**src/design/vita_tx_pkg.sv**
```systemverilog
package vita_tx_pkg;

   // Header view of a stream word
   typedef struct packed {
      logic        has_time;
      logic        sob;
      logic        eob;
      logic [3:0]  seqnum;
      logic [8:0]  reserved;
      logic [15:0] sample_count;
   } vita_hdr_t;

   typedef union packed {
      vita_hdr_t   hdr;
      logic [31:0] raw;   // Time words and samples
   } vita_word_u;

   typedef struct packed {
      logic        seqnum_err;
      logic        send_at;
      logic        sob;
      logic        eob;
      logic        eop;
      logic [63:0] send_time;
      logic [31:0] sample;
   } sample_entry_t;

   typedef enum logic [3:0] {
      ERR_NONE     = 4'd0,
      ERR_UNDERRUN = 4'd2,
      ERR_SEQ      = 4'd4,
      ERR_TIME     = 4'd8
   } error_code_t;

   localparam logic [7:0] REG_CTRL    = 8'h00;   // Write clears
   localparam logic [7:0] REG_TIME_HI = 8'h04;
   localparam logic [7:0] REG_TIME_LO = 8'h08;   // Write loads time
   localparam logic [7:0] REG_STATUS  = 8'h0C;
   localparam logic [7:0] REG_NOW_HI  = 8'h10;
   localparam logic [7:0] REG_NOW_LO  = 8'h14;

   typedef struct packed {
      logic [7:0]  awaddr;
      logic        awvalid;
      logic [31:0] wdata;
      logic        wvalid;
      logic        bready;
      logic [7:0]  araddr;
      logic        arvalid;
      logic        rready;
   } axil_req_t;

   typedef struct packed {
      logic        awready;
      logic        wready;
      logic        bvalid;
      logic [1:0]  bresp;
      logic        arready;
      logic        rvalid;
      logic [31:0] rdata;
      logic [1:0]  rresp;
   } axil_rsp_t;

endpackage

```
**src/design/time_compare.sv**
```systemverilog
`timescale 1ns/100ps

module time_compare
(
   input  logic [63:0] time_now_i,
   input  logic [63:0] trigger_time_i,
   output logic        now_o,
   output logic        early_o,
   output logic        late_o
);

   assign now_o   = (time_now_i == trigger_time_i);
   assign early_o = (trigger_time_i > time_now_i);   // Not yet due
   assign late_o  = (trigger_time_i < time_now_i);

endmodule

```
**src/design/vita_tx_regs.sv**
```systemverilog
`timescale 1ns/100ps

module vita_tx_regs
   import vita_tx_pkg::*;
(
   input  logic        clk,
   input  logic        arst_n_i,
   input  axil_req_t   axil_req_i,
   output axil_rsp_t   axil_rsp_o,
   input  logic        status_error_i,
   input  logic        status_run_i,
   input  error_code_t status_code_i,
   output logic [63:0] vita_time_o,
   output logic        clear_o
);

   logic        aw_got;
   logic        w_got;
   logic        bvalid;
   logic        rvalid;
   logic [7:0]  awaddr_q;
   logic [31:0] wdata_q;
   logic [31:0] time_hi_q;
   logic [31:0] rdata_q;
   logic [31:0] rd_mux;
   logic        aw_hs;
   logic        w_hs;
   logic        ar_hs;
   logic        do_write;
   logic [7:0]  wr_addr;
   logic [31:0] wr_data;

   assign aw_hs    = axil_req_i.awvalid & ~aw_got & ~bvalid;
   assign w_hs     = axil_req_i.wvalid & ~w_got & ~bvalid;
   assign ar_hs    = axil_req_i.arvalid & ~rvalid;
   assign do_write = (aw_got | aw_hs) & (w_got | w_hs);
   assign wr_addr  = aw_got ? awaddr_q : axil_req_i.awaddr;
   assign wr_data  = w_got ? wdata_q : axil_req_i.wdata;

   always_comb
   begin
      case (axil_req_i.araddr)
         REG_TIME_HI: rd_mux = time_hi_q;
         REG_STATUS:  rd_mux = {26'd0, status_run_i, status_error_i, status_code_i};
         REG_NOW_HI:  rd_mux = vita_time_o[63:32];
         REG_NOW_LO:  rd_mux = vita_time_o[31:0];
         default:     rd_mux = 32'd0;
      endcase
   end

   always_ff @(posedge clk or negedge arst_n_i)
   begin
      if (!arst_n_i)
      begin
         aw_got      <= 1'b0;
         w_got       <= 1'b0;
         bvalid      <= 1'b0;
         rvalid      <= 1'b0;
         clear_o     <= 1'b0;
         vita_time_o <= 64'd0;
      end
      else
      begin
         clear_o     <= 1'b0;
         vita_time_o <= vita_time_o + 64'd1;
         if (do_write)
         begin
            aw_got <= 1'b0;
            w_got  <= 1'b0;
            bvalid <= 1'b1;
            if (wr_addr == REG_CTRL)
               clear_o <= 1'b1;
            if (wr_addr == REG_TIME_LO)
               vita_time_o <= {time_hi_q, wr_data};   // Counts on from here
         end
         else
         begin
            if (aw_hs)
               aw_got <= 1'b1;
            if (w_hs)
               w_got <= 1'b1;
         end
         if (bvalid && axil_req_i.bready)
            bvalid <= 1'b0;
         if (ar_hs)
            rvalid <= 1'b1;
         else if (axil_req_i.rready)
            rvalid <= 1'b0;
      end
   end

   always_ff @(posedge clk)
   begin
      if (aw_hs)
         awaddr_q <= axil_req_i.awaddr;
      if (w_hs)
         wdata_q <= axil_req_i.wdata;
      if (do_write && wr_addr == REG_TIME_HI)
         time_hi_q <= wr_data;   // Staged until TIME_LO
      if (ar_hs)
         rdata_q <= rd_mux;
   end

   always_comb
   begin
      axil_rsp_o         = '0;   // Responses always OKAY
      axil_rsp_o.awready = ~aw_got & ~bvalid;
      axil_rsp_o.wready  = ~w_got & ~bvalid;
      axil_rsp_o.bvalid  = bvalid;
      axil_rsp_o.arready = ~rvalid;
      axil_rsp_o.rvalid  = rvalid;
      axil_rsp_o.rdata   = rdata_q;
   end

   // Write response only after both channels taken
   a_bvalid_after_write: assert property (@(posedge clk) disable iff (!arst_n_i)
      $rose(bvalid) |-> $past(do_write));

endmodule

```
**src/design/vita_tx_deframer.sv**
```systemverilog
`timescale 1ns/100ps

module vita_tx_deframer
   import vita_tx_pkg::*;
(
   input  logic          clk,
   input  logic          arst_n_i,
   input  logic          clear_i,
   input  vita_word_u    in_data_i,
   input  logic          in_valid_i,
   output logic          in_ready_o,
   input  logic          fifo_full_i,
   output logic          push_o,
   output sample_entry_t entry_o
);

   typedef enum logic [1:0] {
      S_HEADER,
      S_TIME_HI,
      S_TIME_LO,
      S_SAMPLES
   } dfr_state_t;

   dfr_state_t  state;
   logic        xfer;
   logic [3:0]  exp_seq;
   logic [15:0] count;
   logic        seq_err_q;
   logic        send_at_q;
   logic        sob_q;
   logic        eob_q;
   logic [63:0] send_time_q;

   assign in_ready_o = ~fifo_full_i;
   assign xfer       = in_valid_i & in_ready_o;
   assign push_o     = xfer & (state == S_SAMPLES);

   always_comb
   begin
      entry_o.seqnum_err = seq_err_q;
      entry_o.send_at    = send_at_q;
      entry_o.sob        = sob_q;
      entry_o.eob        = eob_q;
      entry_o.eop        = (count == 16'd1);   // Last of the packet
      entry_o.send_time  = send_time_q;
      entry_o.sample     = in_data_i.raw;
   end

   always_ff @(posedge clk or negedge arst_n_i)
   begin
      if (!arst_n_i)
      begin
         state     <= S_HEADER;
         exp_seq   <= 4'd0;
         count     <= 16'd0;
         seq_err_q <= 1'b0;
         send_at_q <= 1'b0;
         sob_q     <= 1'b0;
         eob_q     <= 1'b0;
      end
      else if (clear_i)
      begin
         state   <= S_HEADER;
         exp_seq <= 4'd0;
      end
      else if (xfer)
      begin
         case (state)
            S_HEADER:
            begin
               // Flag a gap, then resync on what arrived
               seq_err_q <= (in_data_i.hdr.seqnum != exp_seq);
               exp_seq   <= in_data_i.hdr.seqnum + 4'd1;
               send_at_q <= in_data_i.hdr.has_time;
               sob_q     <= in_data_i.hdr.sob;
               eob_q     <= in_data_i.hdr.eob;
               count     <= in_data_i.hdr.sample_count;
               state     <= in_data_i.hdr.has_time ? S_TIME_HI : S_SAMPLES;
            end
            S_TIME_HI: state <= S_TIME_LO;
            S_TIME_LO: state <= S_SAMPLES;
            S_SAMPLES:
            begin
               sob_q <= 1'b0;   // Only on first sample
               count <= count - 16'd1;
               if (count == 16'd1)
                  state <= S_HEADER;
            end
         endcase
      end
   end

   always_ff @(posedge clk)
   begin
      if (xfer && state == S_TIME_HI)
         send_time_q[63:32] <= in_data_i.raw;
      if (xfer && state == S_TIME_LO)
         send_time_q[31:0] <= in_data_i.raw;
   end

   a_no_push_full: assert property (@(posedge clk) disable iff (!arst_n_i)
      push_o |-> !fifo_full_i);

endmodule

```
**src/design/sample_fifo.sv**
```systemverilog
`timescale 1ns/100ps

module sample_fifo
   import vita_tx_pkg::*;
#(
   parameter int FIFO_DEPTH = 16
)
(
   input  logic          clk,
   input  logic          arst_n_i,
   input  logic          push_i,
   input  sample_entry_t entry_i,
   input  logic          pop_i,
   output sample_entry_t entry_o,
   output logic          full_o,
   output logic          empty_o
);

   localparam int AW = $clog2(FIFO_DEPTH);

   sample_entry_t mem [FIFO_DEPTH];
   logic [AW:0]   wr_ptr;   // Extra bit tells full from empty
   logic [AW:0]   rd_ptr;

   assign empty_o = (wr_ptr == rd_ptr);
   assign full_o  = (wr_ptr == {~rd_ptr[AW], rd_ptr[AW-1:0]});
   assign entry_o = mem[rd_ptr[AW-1:0]];

   always_ff @(posedge clk or negedge arst_n_i)
   begin
      if (!arst_n_i)
      begin
         wr_ptr <= '0;
         rd_ptr <= '0;
      end
      else
      begin
         if (push_i)
            wr_ptr <= wr_ptr + 1'b1;
         if (pop_i)
            rd_ptr <= rd_ptr + 1'b1;
      end
   end

   always_ff @(posedge clk)
   begin
      if (push_i)
         mem[wr_ptr[AW-1:0]] <= entry_i;
   end

   a_no_pop_empty: assert property (@(posedge clk) disable iff (!arst_n_i)
      pop_i |-> !empty_o);
   a_no_push_full: assert property (@(posedge clk) disable iff (!arst_n_i)
      push_i |-> !full_o);

endmodule

```
**src/design/vita_tx_control.sv**
```systemverilog
`timescale 1ns/100ps

module vita_tx_control
   import vita_tx_pkg::*;
(
   input  logic          clk,
   input  logic          arst_n_i,
   input  logic          clear_i,
   input  logic [63:0]   vita_time_i,
   input  sample_entry_t head_i,
   input  logic          head_rdy_i,
   output logic          pop_o,
   input  logic          strobe_i,
   output logic [31:0]   sample_o,
   output logic          run_o,
   output logic          error_o,
   output error_code_t   error_code_o
);

   typedef enum logic [2:0] {
      S_IDLE       = 3'd0,
      S_RUN        = 3'd1,
      S_CONT_BURST = 3'd2,
      S_UNDERRUN   = 3'd3,
      S_TIME_ERROR = 3'd4,
      S_SEQ_ERROR  = 3'd5,
      S_ERROR_DONE = 3'd7
   } ctl_state_t;

   ctl_state_t state;
   logic       now;
   logic       early;
   logic       late;

   time_compare i_time_compare
   (
      .time_now_i     (vita_time_i),
      .trigger_time_i (head_i.send_time),
      .now_o          (now),
      .early_o        (early),
      .late_o         (late)
   );

   always_ff @(posedge clk or negedge arst_n_i)
   begin
      if (!arst_n_i)
      begin
         state        <= S_IDLE;
         error_code_o <= ERR_NONE;
      end
      else if (clear_i)
      begin
         state        <= S_IDLE;
         error_code_o <= ERR_NONE;
      end
      else
      begin
         case (state)
            S_IDLE:
               if (head_rdy_i)
               begin
                  if (head_i.seqnum_err)
                     state <= S_SEQ_ERROR;
                  else if (!head_i.send_at || now)
                     state <= S_RUN;
                  else if (late && !early)
                     state <= S_TIME_ERROR;   // Missed its slot
               end
            S_RUN:
               if (strobe_i)
               begin
                  if (!head_rdy_i)
                     state <= S_UNDERRUN;
                  else if (head_i.eop)
                     state <= head_i.eob ? S_IDLE : S_CONT_BURST;
               end
            S_CONT_BURST:
               if (strobe_i)
                  state <= S_ERROR_DONE;   // Next packet too slow
               else if (head_rdy_i)
                  state <= head_i.seqnum_err ? S_SEQ_ERROR : S_RUN;
            S_UNDERRUN:
            begin
               error_code_o <= ERR_UNDERRUN;
               if (head_rdy_i && head_i.eop)
                  state <= S_ERROR_DONE;
            end
            S_TIME_ERROR:
            begin
               error_code_o <= ERR_TIME;
               state        <= S_ERROR_DONE;
            end
            S_SEQ_ERROR:
            begin
               error_code_o <= ERR_SEQ;
               state        <= S_ERROR_DONE;
            end
            default: ;   // Stuck until clear
         endcase
      end
   end

   // Underrun flushes the rest of the packet
   assign pop_o    = head_rdy_i & ((state == S_UNDERRUN) | (strobe_i & (state == S_RUN)));
   assign sample_o = head_i.sample;
   assign run_o    = (state == S_RUN) | (state == S_CONT_BURST);
   assign error_o  = (state == S_ERROR_DONE);

   a_pop_has_data: assert property (@(posedge clk) disable iff (!arst_n_i)
      pop_o |-> head_rdy_i);

endmodule

```
**src/design/vita_tx_top.sv**
```systemverilog
`timescale 1ns/100ps

module vita_tx_top
   import vita_tx_pkg::*;
#(
   parameter int FIFO_DEPTH = 16
)
(
   input  logic        clk,
   input  logic        arst_n_i,
   input  axil_req_t   axil_req_i,
   output axil_rsp_t   axil_rsp_o,
   input  vita_word_u  in_data_i,
   input  logic        in_valid_i,
   output logic        in_ready_o,
   input  logic        strobe_i,
   output logic [31:0] sample_o,
   output logic        run_o,
   output logic        error_o,
   output error_code_t error_code_o
);

   logic [63:0]   vita_time;
   logic          clear;
   logic          fifo_push;
   sample_entry_t fifo_in;
   logic          fifo_pop;
   sample_entry_t fifo_head;
   logic          fifo_full;
   logic          fifo_empty;

   vita_tx_regs i_vita_tx_regs
   (
      .clk            (clk),
      .arst_n_i       (arst_n_i),
      .axil_req_i     (axil_req_i),
      .axil_rsp_o     (axil_rsp_o),
      .status_error_i (error_o),
      .status_run_i   (run_o),
      .status_code_i  (error_code_o),
      .vita_time_o    (vita_time),
      .clear_o        (clear)
   );

   vita_tx_deframer i_vita_tx_deframer
   (
      .clk         (clk),
      .arst_n_i    (arst_n_i),
      .clear_i     (clear),
      .in_data_i   (in_data_i),
      .in_valid_i  (in_valid_i),
      .in_ready_o  (in_ready_o),
      .fifo_full_i (fifo_full),
      .push_o      (fifo_push),
      .entry_o     (fifo_in)
   );

   sample_fifo #(.FIFO_DEPTH(FIFO_DEPTH)) i_sample_fifo
   (
      .clk      (clk),
      .arst_n_i (arst_n_i),
      .push_i   (fifo_push),
      .entry_i  (fifo_in),
      .pop_i    (fifo_pop),
      .entry_o  (fifo_head),
      .full_o   (fifo_full),
      .empty_o  (fifo_empty)
   );

   vita_tx_control i_vita_tx_control
   (
      .clk          (clk),
      .arst_n_i     (arst_n_i),
      .clear_i      (clear),
      .vita_time_i  (vita_time),
      .head_i       (fifo_head),
      .head_rdy_i   (~fifo_empty),
      .pop_o        (fifo_pop),
      .strobe_i     (strobe_i),
      .sample_o     (sample_o),
      .run_o        (run_o),
      .error_o      (error_o),
      .error_code_o (error_code_o)
   );

endmodule

```
**config.mk**
```make
export PLATFORM = sky130hd
export DESIGN_NAME = vita_tx_top
export DESIGN_NICKNAME = d
export VERILOG_FILES = /design/src/design/vita_tx_pkg.sv /design/src/design/time_compare.sv /design/src/design/vita_tx_regs.sv /design/src/design/vita_tx_deframer.sv /design/src/design/sample_fifo.sv /design/src/design/vita_tx_control.sv /design/src/design/vita_tx_top.sv
export SDC_FILE = /design/constraint.sdc
export NUM_CORES = 2
export LEC_CHECK = 0
export BUFFER_PORTS_ARGS = -buffer_cell sky130_fd_sc_hd__buf_2
export CORE_MARGIN = 10
export CORE_UTILIZATION = 30
export CTS_BUF_LIST = sky130_fd_sc_hd__clkbuf_16
export CTS_CLUSTER_SIZE = 10
export DETAILED_ROUTE_END_ITERATION = 8
export SYNTH_ARGS = -nofsm -noshare
export SYNTH_HDL_FRONTEND = slang
export SYNTH_SLANG_ARGS = --single-unit
```
**constraint.sdc**
```tcl
create_clock -name clk -period 5.2 [get_ports clk]
set_input_delay 0.26 -clock clk [delete_from_list [all_inputs] [get_ports clk]]
set_output_delay 0.26 -clock clk [all_outputs]
set_load 0.05 [all_outputs]
```
* Word level (Yosys, flattened, before mapping) *
Memory sizes are Yosys's and may differ from the RTL's.
Index checks and enable logic that the tools add are counted.

storage, ports and cells
  bits in registers = 280
  memory bits (writable) = 1616
  logic and storage cells = 152
  memories = 1

memory list
  name               words  width  read ports  clocked after memory_dff  write ports  line               source
  i_sample_fifo.mem  16     101    1           0                         1            sample_fifo.sv:21  sample_entry_t mem [FIFO_DEPTH];

cells by class
  add/sub/neg operators = 5
  order comparisons = 2
  equal/unequal tests = 27
  mux-type cells = 43
  bitwise operators = 24
  reductions and logical operators = 27

operators with widths
  kind                     count
  $mux W64                 2
  $pmux W32 S4             1
  $add A64 B1 Y64 const B  1
  $eq A64 B64 Y1           1
  $gt A64 B64 Y1           1
  $lt A64 B64 Y1           1
  $mux W3                  12
  $mux W32                 1
  $pmux W16 S2             1
  $eq A16 B1 Y1 const B    1
  $eq A8 B3 Y1 const B     2
  $eq A8 B4 Y1 const B     2
  $eq A8 B5 Y1 const B     2
  $mux W4                  4
  $sub A16 B1 Y16 const B  1
  $pmux W3 S5              1
  $reduce_bool A2 Y1       7
  $and A1 B1 Y1            12
  $mux W1                  12
  $pmux W4 S3              1
  $add A5 B1 Y5 const B    2
  $eq A5 B5 Y1             2
  $mux W2                  5
  $eq A3 B3 Y1 const B     3
  other kinds (28)         50

* Depth between registers and ports, before layout *
An unclocked memory read counts as a cell.

  depth in word-level cells = 10
  mapped depth = 14
  depth with buffers taken out = 11

* Hierarchy *
A second synthesis with hierarchy kept.

unflattened totals
  cell total of the unflattened synthesis = 4146
  area total of the unflattened synthesis = 76823.7 um^2

by module, submodules not included
  module            times used  cells an instance  area each (um^2)
  sample_fifo       1           2758               62035.7
  vita_tx_regs      1           776                8531.9
  vita_tx_deframer  1           280                3875.0
  time_compare      1           240                1659.1
  vita_tx_control   1           91                 718.2
  vita_tx_top       1           1                  3.8

* Least setup slack after synthesis *
Ideal clock, no wire load.

  path type = flip-flop to flip-flop
  from = reg i_vita_tx_regs.w_got
  to = reg i_vita_tx_regs.time_hi_q[0] (enable)
  arrival time = 4080 ps
  required time = 4779 ps
  setup slack = 699 ps
  stages on the path, launching flop included = 8
  buffers on the path = 1
  cell sequence = dfrtp_1 clkbuf_1 nor2_1 and2_1 nor2_1 nor4b_2 nand2_1 nor2_1

on the way
  cells in the longest elaborated chain, start to end = 6

ends and longest elaborated chain
  what                         line                source
  from (decl)                  vita_tx_regs.sv:18  logic w_got;
  from (signal assigned)       vita_tx_regs.sv:56  w_got <= 1'b0;
  from (signal assigned)       vita_tx_regs.sv:69  w_got <= 1'b0;
  from (signal assigned)       vita_tx_regs.sv:81  w_got <= 1'b1;
  $not A1 Y1                   vita_tx_regs.sv:34  assign w_hs = axil_req_i.wvalid & ~w_got & ~bvalid;
  $and A1 B1 Y1 (2 in series)  vita_tx_regs.sv:34
  net i_vita_tx_regs.w_hs      vita_tx_regs.sv:27  logic w_hs;
  $or A1 B1 Y1                 vita_tx_regs.sv:36  assign do_write = (aw_got | aw_hs) & (w_got | w_hs);
  $and A1 B1 Y1                vita_tx_regs.sv:36
  $logic_and A1 B1 Y1          vita_tx_regs.sv:98  if (do_write && wr_addr == REG_TIME_HI)
  to (signal assigned)         vita_tx_regs.sv:99  time_hi_q <= wr_data;
  to (decl)                    vita_tx_regs.sv:23  logic [31:0] time_hi_q;

The timed path passes the listed nets, and every way through them passes these cells.
A chain may end at the register's enable or synchronous reset.

* Worst setup path in the final report *
  from = reg i_sample_fifo.rd_ptr[0]
  to = out sample_o[4]

on the way
  cells in the longest elaborated chain, start to end = 1

ends and longest elaborated chain
  what                    line               source
  from (decl)             sample_fifo.sv:23  logic [AW:0] rd_ptr;
  from (signal assigned)  sample_fifo.sv:41  rd_ptr <= rd_ptr + 1'b1;
  $mem_v2 Z16 W101        n/a
  to (decl)               vita_tx_top.sv:17  output logic [31:0] sample_o,

No other way between the ends.

==> key figures <==
Job
  • Max-Cap Viols: 0

Placement
  • Placed insts: 6892
  • I/O Buffers: 163
  • GPL Wtd Cong: 0.792
  • HPWL after DPL: 111 mm
  • Place WS: 0.775 ns

STA
  • RSZ-0062 raised after global routing: false
  • Max Fclk: 220 MHz
  • Setup WS post-layout: 0.654 ns
  • Setup violators final: 0
  • Final Cycle Share: 0.874
  • Tmin final: 4.55 ns
  • Final setup TNS: 0 ns
  • Clock skew: 0.0562 ns
  • Hold Vio Cnt, Final: 0
  • Max_slew headroom: 0.233
  • Final Max Slew Viols: 0
  • Slew @ Worst Pin: 1.15 ns

Drt
  • Vias: 36673
  • Detailed Routing Iterations Pass 1: 5
  • DR WL/cell: 26.3 um
  • DRC Markers: 0
  • Antenna viol nets, final: 0
  • Final wirelength: 192 mm
  • Drt initial violations: 4176
  • DR vias/cell: 5.03

Synthesis
  • Yosys top cell by area: edfxtp_1
  • Warnings, synthesis: 0
  • EDFF count, synth: 1768
  • Synth Instances: 3474
  • Synthesized area: 74200 um^2
  • Most used DFF post-synth: edfxtp_1
  • Top cells by area, synth: edfxtp_1 (72%), mux4_2 (15%), dfrtp_1 (3.7%)
  • Syn_area_per_cell: 21.4 um^2
  • Asr flop ratio synth: 0.0586
  • Register bit total from synthesis: 1878
  • Share of the synthesized area in the top cell type: 0.715
  • Yosys cell types: 69
  • Seq/Total Area, Yosys: 0.752

Critical path
  • Reg2reg path depth: 11
  • Reg2reg start: i_sample_fifo.rd_ptr[0]$_DFFE_PN0P_
  • CP max stage cell: buf_4
  • Critical path type: flip-flop to output port
  • Worst-path fanout max: 71
  • Biggest cell delay along the critical path: 0.93 ns
  • FF-to-FF End: i_vita_tx_control.state[1]$_DFFE_PN0P_
  • Crit start category: flip-flop
  • Critical Path RT: 4.94 ns
  • Delay-heaviest family, CP: buffers and inverters
  • FF-to-FF setup slack: 0.75 ns
  • Crit-path most repeated cell: mux4_2
  • WP buf/inv: 3
  • Worst EP arrival: 4.29 ns
  • Worst-path cell chain: buf_12, buf_4, mux4_2, mux4_2, buf_2
  • Crit path depth: 5
  • Crit. End Element: output port

Status
  • Status: complete, no violations

Pwr
  • Pwr Total: 37.1 mW
  • VDD IR max: 0.335 mV
  • Pwr Density: 428 nW/um^2
  • Lkg Pwr: 27.8 nW

Die
  • Starting density of the core: 0.301
  • I/O pin cnt: 169
  • Die Footprint: 268000 um^2
  • DIE HEIGHT: 517 um
  • Num rows: 182
  • Die width: 517 um
  • Core area: 246000 um^2

Clocking
  • CTS H-tree depth: 4
  • CTS Root Cell: clkbuf_16
  • Post-CTS Resized: 0
  • Clk buf depth: 3
  • Clk_lat worst skew: 0.83 ns
  • Hold Buf Count CTS: 82
  • TritonCTS clock tree: built
  • Postcts setup bufs: 0
  • TritonCTS buffer count: 207
  • Clk sinks: 1878
  • Reg clk slew, reported paths: 0.06 ns

Cells and area
  • FF/Latch Area: 55900 um^2
  • Syn-to-layout area delta: 16.7%
  • Core Util, Final: 0.352
  • Multi-input logic area: 17400 um^2
  • Fin cells: 7285
  • Fillers: 22618
  • Nets: 4037
  • Layout cell share with drive strength beyond 1: 0.283

Global route
  • First-pass GRT wire length: 275 mm
  • Largest net degree at the start of global routing: 79
  • All-layer global routing usage: 0.140
  • Number of global-route vias before repair: 37656
  • Global route overflow: 0
  • Initial antenna violation count: 26

Min path
  • Hold path depth: 2
  • Min-Delay Path Class: primary input to flip-flop
  • Worst Hold End: i_vita_tx_regs.wdata_q[12]$_DFFE_PP_
  • Hold Crit Start: axil_req_i[24]
[layer usage]
| layer | vias up | global-route usage | share of wire |
|---|---|---|---|
| met2 | 1495 | 0.215 | 0.46 |
| met5 | - | 0 | 0.00010 |
| met4 | 2 | 0.0307 | 0.017 |
| met1 | 19775 | 0.204 | 0.44 |
| li1 | 15162 | - | - |
| met3 | 239 | 0.0333 | 0.089 |
[kinds of logic (layout without fill, tap and decap cells)]
kind of cell             after synthesis  count (layout)  share of synthesized area
AO/OA/AOI/OAI                        214             214                     0.0183
XOR/XNOR                              83              83                    0.00990
adder cells (fa/ha/maj)               77              77                     0.0130
buffers and inverters                250             742                     0.0147
flip-flops                          1878            1878                      0.752
multiplexers                         595             595                      0.166
other                                  1               8                  0.0000505
AND/OR/NAND/NOR                      376             376                     0.0260
[Yosys cell counts (3+ instances only)]
master	instances
nand3_1	38
a221oi_1	7
edfxtp_1	1768
nand4_1	26
nand2_1	68
xnor2_1	74
and2_1	25
a22oi_1	33
o22ai_1	7
nor2b_1	6
a211oi_1	5
buf_1	25
a21oi_1	93
buf_6	3
o21ai_0	27
mux2i_1	12
mux4_2	498
clkbuf_1	58
o31ai_1	4
dfrtp_1	110
or3_1	9
and4_1	13
nor2_1	117
nor4_1	6
or2_2	3
a21o_1	9
ha_1	77
buf_2	69
nand2b_1	7
mux2_2	85
nor3_1	25
and3_1	14
a221o_1	5
xor2_1	8
nor4_2	3
buf_4	12
inv_1	82
[registers in the layout (all words and copies together), names as in the netlist, 4 cells and up]
register	cells
i_sample_fifo.wr_ptr	5
i_vita_tx_regs.vita_time_o	64
i_vita_tx_regs.rdata_q	32
i_vita_tx_regs.awaddr_q	8
i_vita_tx_regs.wdata_q	32
i_sample_fifo.rd_ptr	5
i_sample_fifo.mem	1600
i_vita_tx_deframer.send_time_q	64
i_vita_tx_deframer.exp_seq	4
i_vita_tx_deframer.count	16
i_vita_tx_regs.time_hi_q	32
[power by group]
part           switching [mW]  internal (mW)
clock network            5.66           7.16
registers               0.715           17.7
logic                    3.33           2.52
[area by class of cell]
| cell class | instances | area share |
|---|---|---|
| Clock buffer | 208 | 0.0601 |
| Sequential cell | 1878 | 0.645 |
| Antenna cell | 3 | 0.0000867 |
| Multi-Input combinational cell | 1350 | 0.200 |
| Tap cell | 3312 | 0.0478 |
| Timing Repair Buffer | 352 | 0.0362 |
| Inverter | 82 | 0.00355 |
| Clock inverter | 100 | 0.00699 |
[cell usage in the layout (no fill, tap or decap), types with 38 or more instances in the layout]
cell type | netlist | final
edfxtp_1 | 1768 | 1768
a21oi_1 | 93 | 93
buf_12 | 0 | 55
buf_2 | 69 | 162
nor2_1 | 117 | 116
xnor2_1 | 74 | 74
inv_1 | 82 | 166
ha_1 | 77 | 77
clkbuf_16 | 0 | 208
nand3_1 | 38 | 38
mux4_2 | 498 | 498
mux2_2 | 85 | 85
dfrtp_1 | 110 | 106
buf_4 | 12 | 53
dlygate4sd3_1 | 0 | 81
nand2_1 | 68 | 67
[through the flow]
stage          cell area (um^2)  hold WS [ns]
2_1_floorplan             74200       -0.0356
3_3_place_gp              80000         0.285
3_5_place_dp              80000         0.288
4_1_cts                   86600         0.105
5_1_grt                   86600         0.145
6_report                  86600         0.170
[worst max-delay path by stage]
stage                                                   endpoint                                 from  slack [ns]
after floorplan            i_vita_tx_regs.time_hi_q[0]$_DFFE_PP_     i_vita_tx_regs.w_got$_DFFE_PN0P_        0.70
after global routing                                 sample_o[0]  i_sample_fifo.rd_ptr[0]$_DFFE_PN0P_        0.34
after global placement    i_vita_tx_control.state[1]$_DFFE_PN0P_  i_sample_fifo.rd_ptr[0]$_DFFE_PN0P_        0.88
final                                                sample_o[4]  i_sample_fifo.rd_ptr[0]$_DFFE_PN0P_        0.65
after CTS                                            sample_o[0]  i_sample_fifo.rd_ptr[0]$_DFFE_PN0P_        0.48
after detailed placement  i_vita_tx_control.state[1]$_DFFE_PN0P_  i_sample_fifo.rd_ptr[0]$_DFFE_PN0P_        0.78
[worst register-to-register path, stage by stage, from the launching register on]
cell	delay (ns)
dfrtp_4	0.54
buf_12	0.31
mux4_2	0.61
mux4_2	0.50
ha_1	0.33
nand4_1	0.18
nor3_1	0.55
nand4b_1	0.36
nor4_1	0.50
o211ai_2	0.13
o211ai_2	0.13
mux2i_1	0.22
Note: power is estimated with default switching activity, not from simulation.
